`src/verilog/sys_bus_defines.svh`:
```
/*
 * Widths, queue depth, register map and response codes
 * shared by the AXI to system bus bridge
 */
`ifndef SYS_BUS_DEFINES_SVH
`define SYS_BUS_DEFINES_SVH

// Bus widths
`define SB_AW 32
`define SB_DW 32
`define SB_IW 12

// Entries in each request/response queue, power of two
`define SB_FIFO_DEPTH 4

// Register map
`define SB_REG_NUM  8
`define SB_ID_VALUE 32'h5250_0001

// AXI response codes
`define SB_RESP_OKAY   2'd0
`define SB_RESP_SLVERR 2'd2

`endif

```
`src/verilog/sys_bus_pkg.sv`:
```
/*
 * AXI channel structs, queued request/response structs
 * and system bus command/answer structs
 */
package sys_bus_pkg;

`include "sys_bus_defines.svh"

  ////////////////////////////////////////
  // AXI channels
  ////////////////////////////////////////

  typedef struct packed {
    logic [`SB_IW-1:0] id;
    logic [`SB_AW-1:0] addr;
  } axi_aw_t;

  typedef struct packed {
    logic [`SB_DW-1:0]   data;
    logic [`SB_DW/8-1:0] strb;
  } axi_w_t;

  typedef struct packed {
    logic [`SB_IW-1:0] id;
    logic [`SB_AW-1:0] addr;
  } axi_ar_t;

  typedef struct packed {
    logic [`SB_IW-1:0] id;
    logic [1:0]        resp;
  } axi_b_t;

  typedef struct packed {
    logic [`SB_IW-1:0] id;
    logic [`SB_DW-1:0] data;
    logic [1:0]        resp;
  } axi_r_t;

  ////////////////////////////////////////
  // Queue entries
  ////////////////////////////////////////

  typedef struct packed {
    logic                we;
    logic [`SB_IW-1:0]   id;
    logic [`SB_AW-1:0]   addr;
    logic [`SB_DW-1:0]   wdata;
    logic [`SB_DW/8-1:0] wstrb;
  } bus_req_t;

  typedef struct packed {
    logic              we;
    logic [`SB_IW-1:0] id;
    logic [`SB_DW-1:0] rdata;
    logic [1:0]        resp;
  } bus_rsp_t;

  ////////////////////////////////////////
  // System bus
  ////////////////////////////////////////

  typedef struct packed {
    logic                wen;
    logic                ren;
    logic [`SB_AW-1:0]   addr;
    logic [`SB_DW-1:0]   wdata;
    logic [`SB_DW/8-1:0] sel;
  } sys_req_t;

  typedef struct packed {
    logic              ack;
    logic              err;
    logic [`SB_DW-1:0] rdata;
  } sys_rsp_t;

endpackage

```
`src/verilog/sync_fifo.sv`:
```
/*
 * Synchronous FIFO, payload type given by parameter
 */
`timescale 1ns/1ps

`include "sys_bus_defines.svh"

module sync_fifo #(
  parameter type T     = logic,
  parameter int  DEPTH = `SB_FIFO_DEPTH
) (
  input  logic clk_i,
  input  logic rst_i,
  input  T     data_i,
  input  logic push_i,
  input  logic pop_i,
  output T     data_o,
  output logic full_o,
  output logic empty_o
);

  // Pointer width, DEPTH of at least 2
  localparam int PW = $clog2(DEPTH);

  T           mem [DEPTH];
  logic [PW:0] wr_ptr;
  logic [PW:0] rd_ptr;
  logic        do_push;
  logic        do_pop;

  assign do_push = push_i && !full_o;
  assign do_pop  = pop_i && !empty_o;

  // Wrap bits differ and indexes match when full
  assign empty_o = (wr_ptr == rd_ptr);
  assign full_o  = (wr_ptr[PW] != rd_ptr[PW]) && (wr_ptr[PW-1:0] == rd_ptr[PW-1:0]);
  assign data_o  = mem[rd_ptr[PW-1:0]];

  always_ff @(posedge clk_i) begin
    if (rst_i) begin
      wr_ptr <= '0;
      rd_ptr <= '0;
    end else begin
      if (do_push) wr_ptr <= wr_ptr + 1'b1;
      if (do_pop)  rd_ptr <= rd_ptr + 1'b1;
    end
  end

  always_ff @(posedge clk_i) begin
    if (do_push) mem[wr_ptr[PW-1:0]] <= data_i;
  end

endmodule

```
`src/verilog/axi_slave_front.sv`:
```
/*
 * AXI slave front end: address/data handshakes, request
 * building and B/R response return from the response queue
 */
`timescale 1ns/1ps

module axi_slave_front (
  input  logic                  clk_i,
  input  logic                  rst_i,
  // AXI write address and data
  input  sys_bus_pkg::axi_aw_t  aw_i,
  input  logic                  awvalid_i,
  output logic                  awready_o,
  input  sys_bus_pkg::axi_w_t   w_i,
  input  logic                  wvalid_i,
  output logic                  wready_o,
  // AXI read address
  input  sys_bus_pkg::axi_ar_t  ar_i,
  input  logic                  arvalid_i,
  output logic                  arready_o,
  // AXI write response
  output sys_bus_pkg::axi_b_t   b_o,
  output logic                  bvalid_o,
  input  logic                  bready_i,
  // AXI read data
  output sys_bus_pkg::axi_r_t   r_o,
  output logic                  rvalid_o,
  input  logic                  rready_i,
  // Request queue
  output sys_bus_pkg::bus_req_t req_o,
  output logic                  req_push_o,
  input  logic                  req_full_i,
  // Response queue head
  input  sys_bus_pkg::bus_rsp_t rsp_i,
  input  logic                  rsp_empty_i,
  output logic                  rsp_pop_o
);

  logic accept_en;
  logic wr_acc;
  logic rd_acc;

  // No address is taken until the first cycle out of reset
  always_ff @(posedge clk_i) begin
    if (rst_i) begin
      accept_en <= 1'b0;
    end else begin
      accept_en <= 1'b1;
    end
  end

  ////////////////////////////////////////
  // Request side
  ////////////////////////////////////////

  // Write needs both AW and W present, and wins over a read
  assign wr_acc = accept_en && awvalid_i && wvalid_i && !req_full_i;
  assign rd_acc = accept_en && arvalid_i && !wr_acc && !req_full_i;

  assign awready_o  = wr_acc;
  assign wready_o   = wr_acc;
  assign arready_o  = rd_acc;
  assign req_push_o = wr_acc || rd_acc;

  always_comb begin
    req_o.we = wr_acc;
    if (wr_acc) begin
      req_o.id    = aw_i.id;
      req_o.addr  = aw_i.addr;
      req_o.wstrb = w_i.strb;
    end else begin
      req_o.id    = ar_i.id;
      req_o.addr  = ar_i.addr;
      req_o.wstrb = '0;
    end
    req_o.wdata = w_i.data;
  end

  ////////////////////////////////////////
  // Response side
  ////////////////////////////////////////

  // Queue head goes to B for writes, R for reads
  assign bvalid_o = !rsp_empty_i && rsp_i.we;
  assign rvalid_o = !rsp_empty_i && !rsp_i.we;

  assign b_o.id   = rsp_i.id;
  assign b_o.resp = rsp_i.resp;

  assign r_o.id   = rsp_i.id;
  assign r_o.data = rsp_i.rdata;
  assign r_o.resp = rsp_i.resp;

  assign rsp_pop_o = (bvalid_o && bready_i) || (rvalid_o && rready_i);

endmodule

```
`src/verilog/sys_bus_master.sv`:
```
/*
 * System bus master: plays queued requests as single strobes
 * and queues the acknowledged results
 */
`timescale 1ns/1ps

`include "sys_bus_defines.svh"

module sys_bus_master (
  input  logic                  clk_i,
  input  logic                  rst_i,
  input  sys_bus_pkg::bus_req_t req_i,
  input  logic                  req_empty_i,
  output logic                  req_pop_o,
  output sys_bus_pkg::sys_req_t sys_req_o,
  input  sys_bus_pkg::sys_rsp_t sys_rsp_i,
  output sys_bus_pkg::bus_rsp_t rsp_o,
  output logic                  rsp_push_o,
  input  logic                  rsp_full_i
);

  typedef enum logic [1:0] {ST_IDLE, ST_BUSY, ST_HOLD} state_t;

  state_t            state;
  logic              wen_q;
  logic              ren_q;
  logic [`SB_AW-1:0] cmd_addr;
  logic [`SB_DW-1:0] cmd_wdata;
  logic [`SB_DW/8-1:0] cmd_sel;
  logic              pend_we;
  logic [`SB_IW-1:0] pend_id;
  logic [`SB_DW-1:0] hold_rdata;
  logic [1:0]        hold_resp;
  logic [1:0]        ack_resp;
  logic              ack_now;

  assign req_pop_o = (state == ST_IDLE) && !req_empty_i;
  assign ack_now   = (state == ST_BUSY) && sys_rsp_i.ack;
  assign ack_resp  = sys_rsp_i.err ? `SB_RESP_SLVERR : `SB_RESP_OKAY;

  ////////////////////////////////////////
  // FSM
  ////////////////////////////////////////

  always_ff @(posedge clk_i) begin
    if (rst_i) begin
      state <= ST_IDLE;
      wen_q <= 1'b0;
      ren_q <= 1'b0;
    end else begin
      // Strobes last one cycle
      wen_q <= 1'b0;
      ren_q <= 1'b0;
      case (state)
        ST_IDLE: begin
          if (!req_empty_i) begin
            wen_q <= req_i.we;
            ren_q <= !req_i.we;
            state <= ST_BUSY;
          end
        end
        ST_BUSY: begin
          if (sys_rsp_i.ack) state <= rsp_full_i ? ST_HOLD : ST_IDLE;
        end
        ST_HOLD: begin
          if (!rsp_full_i) state <= ST_IDLE;
        end
        default: state <= ST_IDLE;
      endcase
    end
  end

  // Command and pending result payload
  always_ff @(posedge clk_i) begin
    if (req_pop_o) begin
      cmd_addr  <= req_i.addr;
      cmd_wdata <= req_i.wdata;
      cmd_sel   <= req_i.wstrb;
      pend_we   <= req_i.we;
      pend_id   <= req_i.id;
    end
    if (ack_now) begin
      hold_rdata <= sys_rsp_i.rdata;
      hold_resp  <= ack_resp;
    end
  end

  assign sys_req_o.wen   = wen_q;
  assign sys_req_o.ren   = ren_q;
  assign sys_req_o.addr  = cmd_addr;
  assign sys_req_o.wdata = cmd_wdata;
  assign sys_req_o.sel   = cmd_sel;

  // Result goes straight out on ack, or from hold once there is room
  assign rsp_push_o  = (ack_now || (state == ST_HOLD)) && !rsp_full_i;
  assign rsp_o.we    = pend_we;
  assign rsp_o.id    = pend_id;
  assign rsp_o.rdata = (state == ST_HOLD) ? hold_rdata : sys_rsp_i.rdata;
  assign rsp_o.resp  = (state == ST_HOLD) ? hold_resp : ack_resp;

endmodule

```
`src/verilog/ctrl_regs.sv`:
```
/*
 * Control registers on the system bus: read-only ID at word 0,
 * seven byte-writable registers, error on bad access
 */
`timescale 1ns/1ps

`include "sys_bus_defines.svh"

module ctrl_regs (
  input  logic                  clk_i,
  input  logic                  rst_i,
  input  sys_bus_pkg::sys_req_t sys_req_i,
  output sys_bus_pkg::sys_rsp_t sys_rsp_o
);

  localparam int RW = $clog2(`SB_REG_NUM);

  logic [`SB_DW-1:0] regs [1:`SB_REG_NUM-1];
  logic [RW-1:0]     idx;
  logic              in_range;
  logic              wr_en;
  logic [`SB_DW-1:0] rd_word;
  logic              acc_err;
  logic              ack_q;
  logic              err_q;
  logic [`SB_DW-1:0] rdata_q;

  // Word select, byte offset ignored
  assign idx      = sys_req_i.addr[RW+1:2];
  assign in_range = (sys_req_i.addr < `SB_REG_NUM * 4);
  assign wr_en    = sys_req_i.wen && in_range && (idx != '0);

  always_comb begin
    rd_word = '0;
    acc_err = 1'b0;
    if (!in_range) begin
      acc_err = 1'b1;
    end else if (idx == '0) begin
      rd_word = `SB_ID_VALUE;
      acc_err = sys_req_i.wen;
    end else begin
      rd_word = regs[idx];
    end
  end

  ////////////////////////////////////////
  // Register file
  ////////////////////////////////////////

  always_ff @(posedge clk_i) begin
    if (rst_i) begin
      for (int i = 1; i < `SB_REG_NUM; i++) regs[i] <= '0;
    end else if (wr_en) begin
      for (int b = 0; b < `SB_DW/8; b++) begin
        if (sys_req_i.sel[b]) regs[idx][8*b +: 8] <= sys_req_i.wdata[8*b +: 8];
      end
    end
  end

  // Answer one cycle after the strobe
  always_ff @(posedge clk_i) begin
    if (rst_i) begin
      ack_q <= 1'b0;
    end else begin
      ack_q <= sys_req_i.wen || sys_req_i.ren;
    end
  end

  always_ff @(posedge clk_i) begin
    err_q   <= acc_err;
    rdata_q <= rd_word;
  end

  assign sys_rsp_o.ack   = ack_q;
  assign sys_rsp_o.err   = err_q;
  assign sys_rsp_o.rdata = rdata_q;

endmodule

```
`src/verilog/ps_axi_bridge.sv`:
```
/*
 * AXI slave port to system bus bridge with control registers
 */
`timescale 1ns/1ps

module ps_axi_bridge (
  input  logic                 clk_i,
  input  logic                 rst_i,
  input  sys_bus_pkg::axi_aw_t aw_i,
  input  logic                 awvalid_i,
  output logic                 awready_o,
  input  sys_bus_pkg::axi_w_t  w_i,
  input  logic                 wvalid_i,
  output logic                 wready_o,
  input  sys_bus_pkg::axi_ar_t ar_i,
  input  logic                 arvalid_i,
  output logic                 arready_o,
  output sys_bus_pkg::axi_b_t  b_o,
  output logic                 bvalid_o,
  input  logic                 bready_i,
  output sys_bus_pkg::axi_r_t  r_o,
  output logic                 rvalid_o,
  input  logic                 rready_i
);

  sys_bus_pkg::bus_req_t req_in;
  sys_bus_pkg::bus_req_t req_head;
  logic                  req_push;
  logic                  req_pop;
  logic                  req_full;
  logic                  req_empty;

  sys_bus_pkg::bus_rsp_t rsp_in;
  sys_bus_pkg::bus_rsp_t rsp_head;
  logic                  rsp_push;
  logic                  rsp_pop;
  logic                  rsp_full;
  logic                  rsp_empty;

  sys_bus_pkg::sys_req_t sys_req;
  sys_bus_pkg::sys_rsp_t sys_rsp;

  ////////////////////////////////////////
  // AXI side
  ////////////////////////////////////////

  axi_slave_front i_axi_slave_front (
    .clk_i       (clk_i),
    .rst_i       (rst_i),
    .aw_i        (aw_i),
    .awvalid_i   (awvalid_i),
    .awready_o   (awready_o),
    .w_i         (w_i),
    .wvalid_i    (wvalid_i),
    .wready_o    (wready_o),
    .ar_i        (ar_i),
    .arvalid_i   (arvalid_i),
    .arready_o   (arready_o),
    .b_o         (b_o),
    .bvalid_o    (bvalid_o),
    .bready_i    (bready_i),
    .r_o         (r_o),
    .rvalid_o    (rvalid_o),
    .rready_i    (rready_i),
    .req_o       (req_in),
    .req_push_o  (req_push),
    .req_full_i  (req_full),
    .rsp_i       (rsp_head),
    .rsp_empty_i (rsp_empty),
    .rsp_pop_o   (rsp_pop)
  );

  ////////////////////////////////////////
  // Queues
  ////////////////////////////////////////

  sync_fifo #(.T(sys_bus_pkg::bus_req_t)) i_req_fifo (
    .clk_i   (clk_i),
    .rst_i   (rst_i),
    .data_i  (req_in),
    .push_i  (req_push),
    .pop_i   (req_pop),
    .data_o  (req_head),
    .full_o  (req_full),
    .empty_o (req_empty)
  );

  sync_fifo #(.T(sys_bus_pkg::bus_rsp_t)) i_rsp_fifo (
    .clk_i   (clk_i),
    .rst_i   (rst_i),
    .data_i  (rsp_in),
    .push_i  (rsp_push),
    .pop_i   (rsp_pop),
    .data_o  (rsp_head),
    .full_o  (rsp_full),
    .empty_o (rsp_empty)
  );

  ////////////////////////////////////////
  // System bus side
  ////////////////////////////////////////

  sys_bus_master i_sys_bus_master (
    .clk_i       (clk_i),
    .rst_i       (rst_i),
    .req_i       (req_head),
    .req_empty_i (req_empty),
    .req_pop_o   (req_pop),
    .sys_req_o   (sys_req),
    .sys_rsp_i   (sys_rsp),
    .rsp_o       (rsp_in),
    .rsp_push_o  (rsp_push),
    .rsp_full_i  (rsp_full)
  );

  ctrl_regs i_ctrl_regs (
    .clk_i     (clk_i),
    .rst_i     (rst_i),
    .sys_req_i (sys_req),
    .sys_rsp_o (sys_rsp)
  );

endmodule

```
`config.mk`:
```
export PLATFORM = sky130hd
export DESIGN_NAME = ps_axi_bridge
export DESIGN_NICKNAME = d
export VERILOG_FILES = /design/src/verilog/sys_bus_pkg.sv /design/src/verilog/sync_fifo.sv /design/src/verilog/axi_slave_front.sv /design/src/verilog/sys_bus_master.sv /design/src/verilog/ctrl_regs.sv /design/src/verilog/ps_axi_bridge.sv
export VERILOG_INCLUDE_DIRS = /design/src /design/src/verilog
export SDC_FILE = /design/constraint.sdc
export NUM_CORES = 1
export LEC_CHECK = 0
export ABC_AREA = 1
export ABC_CLOCK_PERIOD_IN_PS = 12000
export BUFFER_PORTS_ARGS = -buffer_cell sky130_fd_sc_hd__buf_2
export CORE_AREA = 2 2 334 336
export DETAILED_ROUTE_END_ITERATION = 8
export DIE_AREA = 0 0 336 338
export MAX_ROUTING_LAYER = met4
export PLACE_DENSITY = 0.54
export SLEW_MARGIN = 20
export SYNTH_ARGS = -nofsm -noshare
export SYNTH_HDL_FRONTEND = slang
export SYNTH_SLANG_ARGS = --single-unit
```
`constraint.sdc`:
```
create_clock -name clk_i -period 12 [get_ports clk_i]
set_input_delay 1.8 -clock clk_i [delete_from_list [all_inputs] [get_ports clk_i]]
set_output_delay 1.8 -clock clk_i [all_outputs]
set_load 0.01 [all_outputs]
```
==> results.py <==
metrics = {
    "outcome": {
        "status": "finished, final reports clean",
    },
    "critical_path": {
        "critical_path_buf_inv_count": 5,
        "critical-path-top-delay-family": "buffers and inverters",
        "crit_required_ns": 10.20,
        "crit_slowest_cell": "nand2_2",
        "crit_path_end_kind": "primary output",
        "worstSetupPathType": "input pin to primary output",
        "cp_cell_sequence": "buf_2 -> nand3_1 -> inv_1 -> nand2_2 -> clkinv_1 -> buf_4 -> buf_2",
        "cp.depth": 7,
        "crit_path_max_incr_delay_ns": 0.67,
        "r2r_cells": 5,
        "cp-start-kind": "input pin",
        "cp_max_fo": 48,
        "arrival_ns": 3.44,
        "cpMostUsedCell": "buf_2",
    },
    "clock_network": {
        "cts_max_path_buffers": 3,
        "cts_tree": "yes",
        "cts_resized": 0,
        "cts.sinks": 926,
        "cts.htree.levels": 3,
        "cts_setup_buffers": 0,
        "path_clk_slew_ns": 0.06,
        "insertion_delay_ns": 0.67,
        "ctsRootBufferMaster": "clkbuf_16",
        "hold_buffers": 0,
        "cts_buffers": 94,
    },
    "detailed_routing": {
        "viasPerCell": 4.83,
        "ant_nets": 0,
        "num_vias": 22472,
        "wl_per_cell_um": 18.5,
        "wl_um": 86000,
        "drc": 0,
        "drt_pre_antenna_iters": 5,
        "drtIter0Drc": 1479,
    },
    "global_route": {
        "grt_pass1_vias": 21498,
        "grt_pass1_wl_um": 130000,
        "overflow": 0,
        "grt_max_degree": 102,
        "grt_util_all_layers": 0.153,
        "antenna_found_initial": 5,
    },
    "pwr": {
        "p_switching_mw": 3.04,
        "p_seq_frac": 0.454,
        "power_frac_comb": 0.231,
        "p_int_mw": 6.19,
        "powerDensity_nw_per_um2": 217,
        "ir_drop_v": 0.000123,
        "power.total_mw": 9.23,
        "p_leak_nw": 14.9,
        "swShare": 0.329,
        "power.share.clock": 0.315,
    },
    "floorplan": {
        "core_um2": 110000,
        "die_w_um": 336,
        "start_util": 0.337,
        "die_h_um": 338,
        "die_area_um2": 114000,
        "rows": 122,
        "pin_count": 196,
    },
    "sta": {
        "finalCriticalPeriod_ns": 5.24,
        "finalWorstSetupSlack_ns": 6.76,
        "rsz0062_at_grt": "no",
        "maxSlewViolCount": 0,
        "finalHoldViolCount": 0,
        "max_slew_margin": 0.275,
        "final.period_utilization": 0.437,
        "timing.fmax_ghz": 0.191,
        "finClkSkew_ns": 0.0360,
        "worst_slew_pin_slew_ns": 1.09,
        "setup_violations": 0,
        "setup_tns_ns": 0,
    },
    "synthesis": {
        "synth_seq_cells": 926,
        "yosysWarnings": 0,
        "ys.flop_type": "edfxtp_1",
        "synth-seq-area-share": 0.735,
        "synthCells": 2927,
        "syn_area_per_cell_um2": 12.7,
        "yosysMostFrequentCell": "edfxtp_1",
        "syn_area_um2": 37000,
        "synth_edf_count": 868,
        "synth_top_cell_by_area": "edfxtp_1",
        "async_flop_share": 0,
        "ys_types": 35,
        "synth_top_area_frac": 0.704,
        "synth_area_leaders": "edfxtp_1 70%, o21ai_0 5.0%, nor2_1 4.0%",
        "netlist_top_cells_count": "868 x edfxtp_1, 399 x nor2_1, 381 x nand2_1, 372 x o21ai_0, 175 x o22ai_1",
    },
    "finish": {
        "areaGrowthSynthToFinish_pct": 15.0,
        "nNetsFinal": 3223,
        "finalCoreUtilization": 0.387,
        "instances_no_fill": 4655,
        "fillers": 10388,
        "drive_gt1_frac": 0.168,
    },
    "job": {
        "cap_violations": 0,
    },
    "place": {
        "gp_congestion": 0.743,
        "placed_cells": 4474,
        "dp_hpwl_um": 48900,
        "port_buffers": 189,
        "place_ws_ns": 6.69,
    },
    "hold_path": {
        "hold_depth": 0,
        "min_path_type": "flop to flop",
    },
}
==> layer usage <==
metal,track usage,part of all wire
met1,0.200,0.45
met2,0.251,0.49
met3,0.0224,0.043
met4,0.0435,0.020
met5,-,0
==> kinds of logic (layout without fill, tap and decap cells) <==
| logic type | count (synthesis) | after routing | synth area share |
|---|---|---|---|
| AOI/OAI and AO/OA | 603 | 603 | 0.0879 |
| xor gates and xnor gates | 7 | 7 | 0.00165 |
| adders and majority gates | 10 | 10 | 0.00338 |
| buffers and inverters | 305 | 507 | 0.0364 |
| DFF | 926 | 926 | 0.735 |
| other | 1 | 39 | 0.000101 |
| and+or+nand+nor | 1075 | 1075 | 0.136 |
==> worst register-to-register path, delay by kind of cell, from the launching register on <==
kind | cells | cell delay [ns]
buffers and inverters | 2 | 0.72
DFF | 1 | 0.46
and+or+nand+nor | 2 | 1.42
AOI/OAI and AO/OA | 1 | 0.80
==> state kept, by name (all words and copies together) (netlist names), 4 cells and up, named ones only <==
signal,count
i_sys_bus_master.cmd_sel,4
i_req_fifo.mem,316
i_ctrl_regs.regs,256
i_sys_bus_master.cmd_wdata,32
i_sys_bus_master.hold_rdata,32
i_ctrl_regs.rdata_q,32
i_sys_bus_master.pend_id,12
i_sys_bus_master.cmd_addr,30
i_rsp_fifo.mem,184
==> power groups by stage <==
stage,registers [mW],logic [mW],clock network [mW]
global route,4.23,2.38,3.10
finish,4.19,2.13,2.91
detailed placement,4.26,2.17,0
CTS,4.20,2.17,2.98
global placement,4.26,2.15,0
floorplan,4.14,1.47,0
==> stage by stage <==
| step | area (um^2) | hold WS, ns |
|---|---|---|
| finish | 42600 | 0.415 |
| CTS | 42600 | 0.406 |
| global placement | 39500 | 0.414 |
| floorplan | 37200 | 0.409 |
| detailed placement | 39500 | 0.416 |
| global route | 42600 | 0.425 |
==> final timing paths <==
path	start	to	slack, ns
worst max-delay path	wvalid_i	wready_o	6.76
worst min-delay path	i_ctrl_regs.rdata_q[10]	i_sys_bus_master.hold_rdata[10]	0.42
worst max register to register	i_sys_bus_master.cmd_addr[2]	i_ctrl_regs.regs[4][26]	8.22
worst min register to register	i_ctrl_regs.rdata_q[10]	i_sys_bus_master.hold_rdata[10]	0.42
==> layout by cell type, fill, tap and decap left out, types with 5 or more instances in the layout <==
| cell type | synthesis | layout |
|---|---|---|
| edfxtp_1 | 868 | 868 |
| nor2_1 | 399 | 390 |
| nand2_1 | 381 | 380 |
| o21ai_0 | 372 | 367 |
| buf_2 | 32 | 189 |
| o22ai_1 | 175 | 175 |
| nor3_1 | 114 | 114 |
| nor3_2 | 112 | 112 |
| clkbuf_16 | 0 | 96 |
| inv_1 | 85 | 79 |
| buf_4 | 18 | 54 |
| nand3_1 | 60 | 53 |
| dfxtp_1 | 58 | 53 |
| a21oi_1 | 34 | 34 |
| conb_1 | 1 | 34 |
| clkbuf_1 | 141 | 27 |
| o21ai_1 | 15 | 20 |
| clkinv_2 | 0 | 18 |
| clkinv_1 | 2 | 13 |
| ha_1 | 10 | 10 |
| clkbuf_8 | 0 | 10 |
| nor2_4 | 1 | 9 |
| nand3_2 | 0 | 7 |
| bufinv_16 | 0 | 6 |
| diode_2 | 0 | 5 |
| xor2_1 | 5 | 5 |
==> area by class of cell <==
type / count / area, um^2 / share of cell area
antenna: 5 / 12.5 / 0.000294
clock inverter: 43 / 460 / 0.0108
tap: 1488 / 1860 / 0.0437
timing repair buffer: 243 / 1350 / 0.0317
sequential: 926 / 27200 / 0.639
inverter: 88 / 335 / 0.00787
clock buffer: 133 / 2640 / 0.0620
multi-input combinational: 1729 / 8700 / 0.204
No activity file was read; power rests on OpenSTA's default activity.
